$ cat config.mk
export PLATFORM = sky130hd
export DESIGN_NAME = rv_exec_core
export DESIGN_NICKNAME = d
export VERILOG_FILES = /design/src/rv_pkg.sv /design/src/alu.sv /design/src/branch_unit.sv /design/src/control_unit.sv /design/src/imm_gen.sv /design/src/op_classifier.sv /design/src/reg_file.sv /design/src/rv_exec_core.sv
export VERILOG_INCLUDE_DIRS = /design/src
export SDC_FILE = /design/constraint.sdc
export NUM_CORES = 2
export LEC_CHECK = 0
export BUFFER_PORTS_ARGS = -buffer_cell sky130_fd_sc_hd__buf_4
export CORE_UTILIZATION = 57
export CTS_CLUSTER_DIAMETER = 50
export DETAILED_ROUTE_END_ITERATION = 7
export PLACE_DENSITY = 0.76
export SYNTH_ARGS = -nofsm -noshare
export SYNTH_HDL_FRONTEND = slang
export SYNTH_SLANG_ARGS = --single-unit
$ cat constraint.sdc
create_clock -name clk -period 7.5 [get_ports clk]
set_clock_uncertainty 0.2 [all_clocks]
set_input_delay 1.875 -clock clk [delete_from_list [all_inputs] [get_ports clk]]
set_output_delay 1.875 -clock clk [all_outputs]
set_load 0.03 [all_outputs]
$ cat src/rv_params.svh
`ifndef RV_PARAMS_SVH
`define RV_PARAMS_SVH

`define XLEN 32

`define LUI    7'b0110111
`define AUIPC  7'b0010111
`define JAL    7'b1101111
`define JALR   7'b1100111
`define BRANCH 7'b1100011
`define LOAD   7'b0000011
`define STORE  7'b0100011
`define CAL_I  7'b0010011 // op-imm
`define CAL_R  7'b0110011 // register op

`define R_type 3'd0
`define I_type 3'd1 // op-imm, load, jalr
`define S_type 3'd2
`define B_type 3'd3
`define U_type 3'd4
`define J_type 3'd5
`define X_type 3'd6 // system, fence, reserved

`define ALU_ADD  4'b0000
`define ALU_SUB  4'b0001
`define ALU_SLL  4'b0010
`define ALU_SLT  4'b0011
`define ALU_SLTU 4'b0100
`define ALU_XOR  4'b0101
`define ALU_SRL  4'b0110
`define ALU_SRA  4'b0111
`define ALU_OR   4'b1000
`define ALU_AND  4'b1001

`define SRC1_REG  2'd0
`define SRC1_PC   2'd1
`define SRC1_ZERO 2'd2 // lui
`define SRC2_REG  2'd0
`define SRC2_IMM  2'd1
`define RES_ALU   2'd0
`define RES_MEM   2'd1
`define RES_LINK  2'd2 // pc + 4 for jumps

`endif

$ cat src/rv_pkg.sv
`include "rv_params.svh"

package rv_pkg;

    typedef struct packed {
        logic [6:0] funct7;
        logic [4:0] rs2;
        logic [4:0] rs1;
        logic [2:0] funct3;
        logic [4:0] rd;
        logic [6:0] opcode;
    } instr_r_t;

    typedef struct packed {
        logic [6:0] imm_hi;        // imm[11:5] for i and s
        logic [4:0] rs2_or_imm_lo; // i-type imm[4:0], s-type rs2
        logic [4:0] rs1;
        logic [2:0] funct3;
        logic [4:0] imm_lo_or_rd;  // s-type imm[4:0], i-type rd
        logic [6:0] opcode;
    } instr_i_t;

    typedef union packed {
        instr_r_t r;
        instr_i_t i;
    } instr_u;

    typedef struct packed {
        logic       reg_write;
        logic [1:0] result_sel;
        logic       mem_write;
        logic       uncond_jump;
        logic       meet_branch;
        logic [3:0] alu_ctrl;
        logic [1:0] alu_sel_rs1;
        logic [1:0] alu_sel_rs2;
        logic       pc_jal_sel;  // jalr takes rs1 as base
        logic       illegal;
    } ctrl_t;

    typedef struct packed {
        instr_u            instr;
        logic [`XLEN-1:0]  pc;
        logic [`XLEN-1:0]  load_data; // only meaningful for loads
    } exec_req_t;

    typedef struct packed {
        logic              rd_write;
        logic [4:0]        rd_addr;
        logic [`XLEN-1:0]  rd_data;
        logic [`XLEN-1:0]  next_pc;
        logic              store_valid;
        logic [`XLEN-1:0]  store_addr;
        logic [`XLEN-1:0]  store_data;
        logic              illegal;
    } exec_rsp_t;

endpackage
$ cat src/alu.sv
`include "rv_params.svh"

module alu import rv_pkg::*; (
    input  ctrl_t             ctrl,
    input  logic [`XLEN-1:0]  rs1_data,
    input  logic [`XLEN-1:0]  rs2_data,
    input  logic [`XLEN-1:0]  pc,
    input  logic [`XLEN-1:0]  imm,
    output logic [`XLEN-1:0]  result
);

    logic [`XLEN-1:0] op1;
    logic [`XLEN-1:0] op2;
    logic [4:0]       shamt;

    always_comb begin
        case (ctrl.alu_sel_rs1)
            `SRC1_PC:   op1 = pc;
            `SRC1_ZERO: op1 = '0;
            default:    op1 = rs1_data;
        endcase
    end

    assign op2   = (ctrl.alu_sel_rs2 == `SRC2_IMM) ? imm : rs2_data;
    assign shamt = op2[4:0];

    always_comb begin
        case (ctrl.alu_ctrl)
            `ALU_ADD:  result = op1 + op2;
            `ALU_SUB:  result = op1 - op2;
            `ALU_SLL:  result = op1 << shamt;
            `ALU_SLT:  result = {31'b0, $signed(op1) < $signed(op2)};
            `ALU_SLTU: result = {31'b0, op1 < op2};
            `ALU_XOR:  result = op1 ^ op2;
            `ALU_SRL:  result = op1 >> shamt;
            `ALU_SRA:  result = $unsigned($signed(op1) >>> shamt);
            `ALU_OR:   result = op1 | op2;
            `ALU_AND:  result = op1 & op2;
            default:   result = '0;
        endcase
    end

endmodule

$ cat src/branch_unit.sv
`include "rv_params.svh"

module branch_unit import rv_pkg::*; (
    input  ctrl_t             ctrl,
    input  logic [2:0]        funct3,
    input  logic [`XLEN-1:0]  rs1_data,
    input  logic [`XLEN-1:0]  rs2_data,
    input  logic [`XLEN-1:0]  pc,
    input  logic [`XLEN-1:0]  alu_result,
    input  logic [`XLEN-1:0]  imm,
    output logic [`XLEN-1:0]  next_pc
);

    logic             taken;
    logic [`XLEN-1:0] pc_plus4;
    logic [`XLEN-1:0] jalr_target;

    assign pc_plus4    = pc + `XLEN'(4);
    assign jalr_target = (rs1_data + imm) & ~`XLEN'(1); // lsb cleared per spec

    always_comb begin
        case (funct3)
            3'b000:  taken = (rs1_data == rs2_data);
            3'b001:  taken = (rs1_data != rs2_data);
            3'b100:  taken = ($signed(rs1_data) < $signed(rs2_data));
            3'b101:  taken = ($signed(rs1_data) >= $signed(rs2_data));
            3'b110:  taken = (rs1_data < rs2_data);
            3'b111:  taken = (rs1_data >= rs2_data);
            default: taken = 1'b0;
        endcase
    end

    always_comb begin
        next_pc = pc_plus4;
        if (ctrl.uncond_jump) begin
            next_pc = ctrl.pc_jal_sel ? jalr_target : alu_result;
        end else if (ctrl.meet_branch && taken) begin
            next_pc = alu_result; // alu adds pc and b immediate
        end
    end

endmodule

$ cat src/control_unit.sv
`include "rv_params.svh"

module control_unit import rv_pkg::*; (
    input  instr_u     instr,
    input  logic [2:0] op_type,
    output ctrl_t      ctrl
);

    logic [6:0] opcode;
    logic [2:0] funct3;
    logic       alt_op; // funct7 bit 5, picks sub or sra

    assign opcode = instr.r.opcode;
    assign funct3 = instr.r.funct3;
    // op-imm carries the shift qualifier in the top immediate bits
    assign alt_op = instr.i.imm_hi[5];

    always_comb begin
        ctrl = '0;

        ctrl.reg_write = 1'b1;
        if (opcode == `BRANCH || opcode == `STORE || op_type == `X_type) begin
            ctrl.reg_write = 1'b0;
        end

        ctrl.mem_write   = (opcode == `STORE);
        ctrl.uncond_jump = (opcode == `JAL) || (opcode == `JALR);
        ctrl.pc_jal_sel  = (opcode == `JALR);
        ctrl.meet_branch = (opcode == `BRANCH);
        ctrl.illegal     = (op_type == `X_type);

        ctrl.alu_ctrl = `ALU_ADD; // address and target math
        if (opcode == `CAL_R || opcode == `CAL_I) begin
            case (funct3)
                3'b000: begin
                    if (opcode == `CAL_R && alt_op) begin
                        ctrl.alu_ctrl = `ALU_SUB;
                    end else begin
                        ctrl.alu_ctrl = `ALU_ADD; // addi never subtracts
                    end
                end
                3'b001: ctrl.alu_ctrl = `ALU_SLL;
                3'b010: ctrl.alu_ctrl = `ALU_SLT;
                3'b011: ctrl.alu_ctrl = `ALU_SLTU;
                3'b100: ctrl.alu_ctrl = `ALU_XOR;
                3'b101: begin
                    if (alt_op) begin
                        ctrl.alu_ctrl = `ALU_SRA;
                    end else begin
                        ctrl.alu_ctrl = `ALU_SRL;
                    end
                end
                3'b110: ctrl.alu_ctrl = `ALU_OR;
                default: ctrl.alu_ctrl = `ALU_AND;
            endcase
        end

        ctrl.alu_sel_rs1 = `SRC1_REG;
        if (opcode == `AUIPC || opcode == `JAL || opcode == `BRANCH) begin
            ctrl.alu_sel_rs1 = `SRC1_PC; // pc-relative targets
        end else if (opcode == `LUI) begin
            ctrl.alu_sel_rs1 = `SRC1_ZERO;
        end

        ctrl.alu_sel_rs2 = (opcode == `CAL_R) ? `SRC2_REG : `SRC2_IMM;

        ctrl.result_sel = `RES_ALU;
        if (opcode == `LOAD) begin
            ctrl.result_sel = `RES_MEM;
        end else if (opcode == `JAL || opcode == `JALR) begin
            ctrl.result_sel = `RES_LINK;
        end
    end

endmodule

$ cat src/imm_gen.sv
`include "rv_params.svh"

module imm_gen import rv_pkg::*; (
    input  instr_u            instr,
    input  logic [2:0]        op_type,
    output logic [`XLEN-1:0]  imm
);

    logic sign; // instruction bit 31

    assign sign = instr.r.funct7[6];

    always_comb begin
        case (op_type)
            `I_type: imm = {{20{sign}}, instr.i.imm_hi, instr.i.rs2_or_imm_lo};
            `S_type: imm = {{20{sign}}, instr.i.imm_hi, instr.i.imm_lo_or_rd};
            `B_type: imm = {{19{sign}}, sign, instr.i.imm_lo_or_rd[0],
                            instr.i.imm_hi[5:0], instr.i.imm_lo_or_rd[4:1], 1'b0};
            `U_type: imm = {instr.r.funct7, instr.r.rs2, instr.r.rs1,
                            instr.r.funct3, 12'b0};
            // j layout scatters imm[19:12] over rs1 and funct3
            `J_type: imm = {{11{sign}}, sign, instr.r.rs1, instr.r.funct3,
                            instr.r.rs2[0], instr.r.funct7[5:0], instr.r.rs2[4:1], 1'b0};
            default: imm = '0; // r and illegal carry no immediate
        endcase
    end

endmodule

$ cat src/op_classifier.sv
`include "rv_params.svh"

module op_classifier (
    input  logic [6:0] opcode,
    output logic [2:0] op_type
);

    always_comb begin
        case (opcode)
            `CAL_R: op_type = `R_type;
            `CAL_I,
            `LOAD,
            `JALR: op_type = `I_type;
            `STORE: op_type = `S_type;
            `BRANCH: op_type = `B_type;
            `LUI,
            `AUIPC: op_type = `U_type;
            `JAL: op_type = `J_type;
            default: op_type = `X_type; // system, fence, anything unknown
        endcase
    end

endmodule

$ cat src/reg_file.sv
`include "rv_params.svh"

module reg_file (
    input  logic              clk,
    input  logic              rst_n,
    input  logic [4:0]        rs1_addr,
    input  logic [4:0]        rs2_addr,
    output logic [`XLEN-1:0]  rs1_data,
    output logic [`XLEN-1:0]  rs2_data,
    input  logic              we,
    input  logic [4:0]        rd_addr,
    input  logic [`XLEN-1:0]  rd_data
);

    logic [`XLEN-1:0] regs [32];

    always_ff @(posedge clk) begin
        if (!rst_n) begin
            for (int i = 0; i < 32; i++) begin
                regs[i] <= '0;
            end
        end else if (we && rd_addr != 5'd0) begin
            regs[rd_addr] <= rd_data; // x0 stays zero
        end
    end

    assign rs1_data = (rs1_addr == 5'd0) ? '0 : regs[rs1_addr];
    assign rs2_data = (rs2_addr == 5'd0) ? '0 : regs[rs2_addr];

endmodule

$ cat src/rv_exec_core.sv
`include "rv_params.svh"

module rv_exec_core import rv_pkg::*; (
    input  logic      clk,
    input  logic      rst_n,
    input  logic      req,
    output logic      ack,
    input  exec_req_t req_data,
    output exec_rsp_t rsp
);

    typedef enum logic [1:0] {
        IDLE,
        EXEC,
        RESP
    } state_t;

    state_t           state;
    exec_req_t        req_q;    // held for the whole transaction
    exec_rsp_t        rsp_q;
    exec_rsp_t        rsp_next;
    logic             ack_q;

    logic [2:0]       op_type;
    ctrl_t            ctrl;
    logic [`XLEN-1:0] imm;
    logic [`XLEN-1:0] rs1_data;
    logic [`XLEN-1:0] rs2_data;
    logic [`XLEN-1:0] alu_result;
    logic [`XLEN-1:0] next_pc;
    logic [`XLEN-1:0] link_addr;
    logic [`XLEN-1:0] wb_data;
    logic             rf_we;

    op_classifier u_classifier (
        .opcode  (req_q.instr.r.opcode),
        .op_type (op_type)
    );

    control_unit u_control (
        .instr   (req_q.instr),
        .op_type (op_type),
        .ctrl    (ctrl)
    );

    imm_gen u_imm (
        .instr   (req_q.instr),
        .op_type (op_type),
        .imm     (imm)
    );

    reg_file u_regs (
        .clk      (clk),
        .rst_n    (rst_n),
        .rs1_addr (req_q.instr.r.rs1),
        .rs2_addr (req_q.instr.r.rs2),
        .rs1_data (rs1_data),
        .rs2_data (rs2_data),
        .we       (rf_we),
        .rd_addr  (req_q.instr.r.rd),
        .rd_data  (wb_data)
    );

    alu u_alu (
        .ctrl     (ctrl),
        .rs1_data (rs1_data),
        .rs2_data (rs2_data),
        .pc       (req_q.pc),
        .imm      (imm),
        .result   (alu_result)
    );

    // b layout shares the i/s field positions
    branch_unit u_branch (
        .ctrl       (ctrl),
        .funct3     (req_q.instr.i.funct3),
        .rs1_data   (rs1_data),
        .rs2_data   (rs2_data),
        .pc         (req_q.pc),
        .alu_result (alu_result),
        .imm        (imm),
        .next_pc    (next_pc)
    );

    assign link_addr = req_q.pc + `XLEN'(4);

    always_comb begin
        case (ctrl.result_sel)
            `RES_MEM:  wb_data = req_q.load_data;
            `RES_LINK: wb_data = link_addr;
            default:   wb_data = alu_result;
        endcase
    end

    assign rf_we = (state == EXEC) && ctrl.reg_write; // one write per transaction

    always_comb begin
        rsp_next.rd_write    = ctrl.reg_write;
        rsp_next.rd_addr     = req_q.instr.r.rd;
        rsp_next.rd_data     = wb_data;
        rsp_next.next_pc     = next_pc;
        rsp_next.store_valid = ctrl.mem_write;
        rsp_next.store_addr  = ctrl.mem_write ? alu_result : '0;
        rsp_next.store_data  = ctrl.mem_write ? rs2_data : '0;
        rsp_next.illegal     = ctrl.illegal;
    end

    always_ff @(posedge clk) begin
        if (state == IDLE && req) begin
            req_q <= req_data;
        end
    end

    always_ff @(posedge clk) begin
        if (!rst_n) begin
            state <= IDLE;
            ack_q <= 1'b0;
            rsp_q <= '0;
        end else begin
            case (state)
                IDLE: begin
                    if (req) begin
                        state <= EXEC;
                    end
                end
                EXEC: begin
                    rsp_q <= rsp_next;
                    ack_q <= 1'b1; // seen high two edges after req
                    state <= RESP;
                end
                RESP: begin
                    if (!req) begin // requester has taken the response
                        ack_q <= 1'b0;
                        state <= IDLE;
                    end
                end
                default: state <= IDLE;
            endcase
        end
    end

    assign ack = ack_q;
    assign rsp = rsp_q;

endmodule

==> summary.md <==
| Metric | Value |
|---|---|
| Die area | `between 0.1 and 0.15 mm²` |
| Syn Area/Cell | `between 10 and 15 µm²` |
| Post-route ant nets | `0` |
| Slew Viols, Final | `0` |
| Site Rows | `between 100 and 150` |
| Clk root buf | `clkbuf_16` |
| Grt ovf | `0` |
| Gr usage total | `between 40 and 50%` |
| Vias in the first global route | `between 60000 and 70000` |
| Boundary Pins | `236` |
| Post-synth EDFFs | `roughly 1100` |
| Adder-cell share of the synthesized area | `2.83%` |
| Layout cells sized above 1 | `between 20% and 30%` |
| DR vias | `63500` |
| Vias per inst | `about 7.3` |
| Top post-synthesis cells by area | `edfxtp_1 45%, mux4_2 13%, nor2_1 6.1%, mux2i_1 5.6%, dfxtp_1 4.0%` |
| Startpoint Class | `flop` |
| Area leader, netlist | `edfxtp_1` |
| Worst Setup End Kind | `flop` |
| Relative slew margins | `between 10% and 20%` |
| TritonCTS Buffers | `145` |
| VDD IR max | `0.000255 V` |
| # fillers | `between 9000 and 10000` |
| Reg2Reg Depth | `25` |
| Worst Path Max Fanout | `32` |
| Total power | `0.0220 W` |
| Area Overhead vs Synth | `15.8%` |
| Crit path required time | `about 7800 ps` |
| Fmax | `roughly 0.14 GHz` |
| Synth unique cells | `between 100 and 150` |
| Leakage power | `32.9 nW` |
| 1st-iter DRT viols | `about 11000` |
| Worst flop-to-flop path endpoint | `u_regs.regs[8][17]$_SDFFCE_PN0P_` |
| H-Tree Depth | `4` |
| Port bufs | `between 200 and 250` |
| Final hold vios | `0` |
| Compound-Gate Fraction of Synth Area | `a little under an eighth` |
| Initial antenna violation count | `20` |
| CTS sink cnt | `1269` |
| Sequential area share after synthesis | `around half` |
| Setup Crit Path Kind | `reg2reg` |
| Tmin final | `7380 ps` |
| Power density cells | `~250 mW/mm²` |
| Hold WC Path Type | `reg2reg` |
| # setup viols final | `0` |
| Core Util, Final | `~67%` |
| Sequential standard cell area | `~0.037 mm²` |
| Mux contribution to synthesized area | `a little under a fifth` |
| Die H | `364 µm` |
| Period utilization | `a little over nine tenths` |
| Max Root-Sink Buffers | `3` |
| Post-layout nets | `~7100` |
| Wire per inst | `between 30 and 40 µm` |
| Cells after Synth | `approximately 6400` |
| Clock Pin Slew Worst Setup and Hold Paths | `roughly 60 ps` |
| Post-CTS resize count | `0` |
| Die Wd | `364 µm` |
| Setup TNS | `0 ps` |
| Post-Syn Area | `about 0.075 mm²` |
| Detailed Routing Iterations Pass 1 | `8` |
| Worst slew pin tran | `1280 ps` |
| Starting density of the core | `approximately 58%` |
| Post-CTS Setup Bufs | `0` |
| Max Cap Violations | `0` |
| FFs w/ async S/R, synth | `0%` |
| First-pass GRT wire length | `~450000 µm` |
| Yosys top cell area share | `a little under half` |
| CTS tree | `built` |
| Hold_buf cts | `0` |
| RSZ-0062 raised after global routing | `false` |
| # DRC | `0` |
| Post-synthesis simple-gate area fraction | `between 10% and 20%` |
| WHS Path Cells | `2` |
| FF+latch count, synth | `1269` |
| Largest family of logic cells by synthesized area | `multiplexers` |
| YS warnings | `0` |
| Clock latency on the worst-skew pair | `approximately 830 ps` |
| DRT Wirelength | `approximately 330000 µm` |
| Status | `complete, no violations` |
| Multi-input logic area | `0.0353 mm²` |
| Crit path arrival time | `around 7700 ps` |
| WHS Endpoint | `rsp[65]$_SDFFE_PN0P_` |
| Top_reg_cell synth | `edfxtp_1` |
| Flop2flop setup slack | `120 ps` |
| Hold Startpoint | `rsp[65]$_SDFFE_PN0P_` |
| Top cells by instance count after synthesis | `1216 x nor2_1, 1120 x edfxtp_1, 431 x mux4_2` |
| Count leader, synth | `nor2_1` |
| Post-DP HPWL | `228000 µm` |
| Final GP Congestion | `approximately 1.1` |
| Largest net degree at the start of global routing | `64` |
| Core area | `roughly 0.13 mm²` |
| XOR/XNOR share of the synthesized area | `0.763%` |
worst max-delay path, cell delays in order, from the launching register on:
cell and delay [ps]:
dfxtp_4 370, buf_12 190, buf_4 250, nor2_4 960, a21oi_1 180, nand3_1 180, nand4_1 350, a22oi_2 310
inv_1 100, ha_1 390, buf_4 190, nor2b_1 60, o211ai_1 220, a31oi_1 150, or3_1 370, a221oi_1 320
buf_4 210, o21ai_0 80, o31a_1 280, a211oi_1 200, buf_4 180, nor4b_1 600, buf_4 230, o221a_2 210
buf_12 210, nor2_1 80
area by class of cell:
type	count	area share (%)
Clock inverter	91	1.24
Timing Repair Buffer	765	7.93
Clock buffer	177	4.39
Multi-Input combinational cell	4488	40.8
Tap cell	1742	2.52
Sequential cell	1269	42.4
Antenna cell	8	0.0232
Inverter	152	0.673
sequential cells by signal (all words and copies together), names as in the netlist, named ones only:
| register | cells |
|---|---|
| rsp | 136 |
| ack | 1 |
| u_regs.regs | 1024 |
| req_q | 96 |
| state | 2 |
cell usage in the layout (no fill, tap or decap), drive strengths merged, types with 65 or more instances in the layout:
cell,count
dfxtp,149
mux2i,420
nor2,1249
clkbuf,177
ha,164
inv,168
nand2,380
buf,765
a21oi,316
edfxtp,1120
nand3,94
a22oi,202
mux4,431
a21o,65
o21ai,221
cell families after synthesis:
family	count (synthesis)
buffers and inverters	723
and+or+nand+nor	2061
adders and majority gates	167
xor gates and xnor gates	65
DFF	1269
other	1
muxes	884
AOI/OAI and AO/OA	1279
metrics by stage:
| step | setup WS (ps) | instances | hold WS [ps] | area, µm² |
|---|---|---|---|---|
| finish | 120 | 8692 | 245 | 86400 |
| global route | 34.4 | 8687 | 270 | 86400 |
| CTS | 115 | 8684 | 247 | 86400 |
| detailed placement | 173 | 8416 | 237 | 81500 |
| global placement | 226 | 8415 | 238 | 81500 |
| floorplan | 425 | 6480 | 292 | 74700 |
routing by layer:
metal  vias to the layer above  wire (µm)  GRT usage (%)
met2                      6014     143000           73.3
met5                         -        110              0
met1                     30700     105000           58.5
li1                      25100          -              -
met3                      1619      47500           16.2
met4                        18      32200           39.4
how the worst max path moves through the flow:
stage | endpoint | slack (ps) | cells after the start
after floorplan | u_regs.regs[12][27]$_SDFFCE_PN0P_ | 430 | 27
after global placement | u_regs.regs[13][25]$_SDFFCE_PN0P_ | 230 | 26
after detailed placement | u_regs.regs[1][29]$_SDFFCE_PN0P_ | 170 | 25
after CTS | u_regs.regs[23][29]$_SDFFCE_PN0P_ | 110 | 25
after global routing | u_regs.regs[31][29]$_SDFFCE_PN0P_ | 30 | 25
final | u_regs.regs[8][17]$_SDFFCE_PN0P_ | 120 | 25
power by group:
group,internal [W],switching [W],total (W)
Clock,0.00407,0.00318,0.00725
Sequential,0.00796,0.000262,0.00822
Combinational,0.00233,0.00417,0.00650
Total,0.0144,0.00762,0.0220
Note: power is estimated with default switching activity, not from simulation.
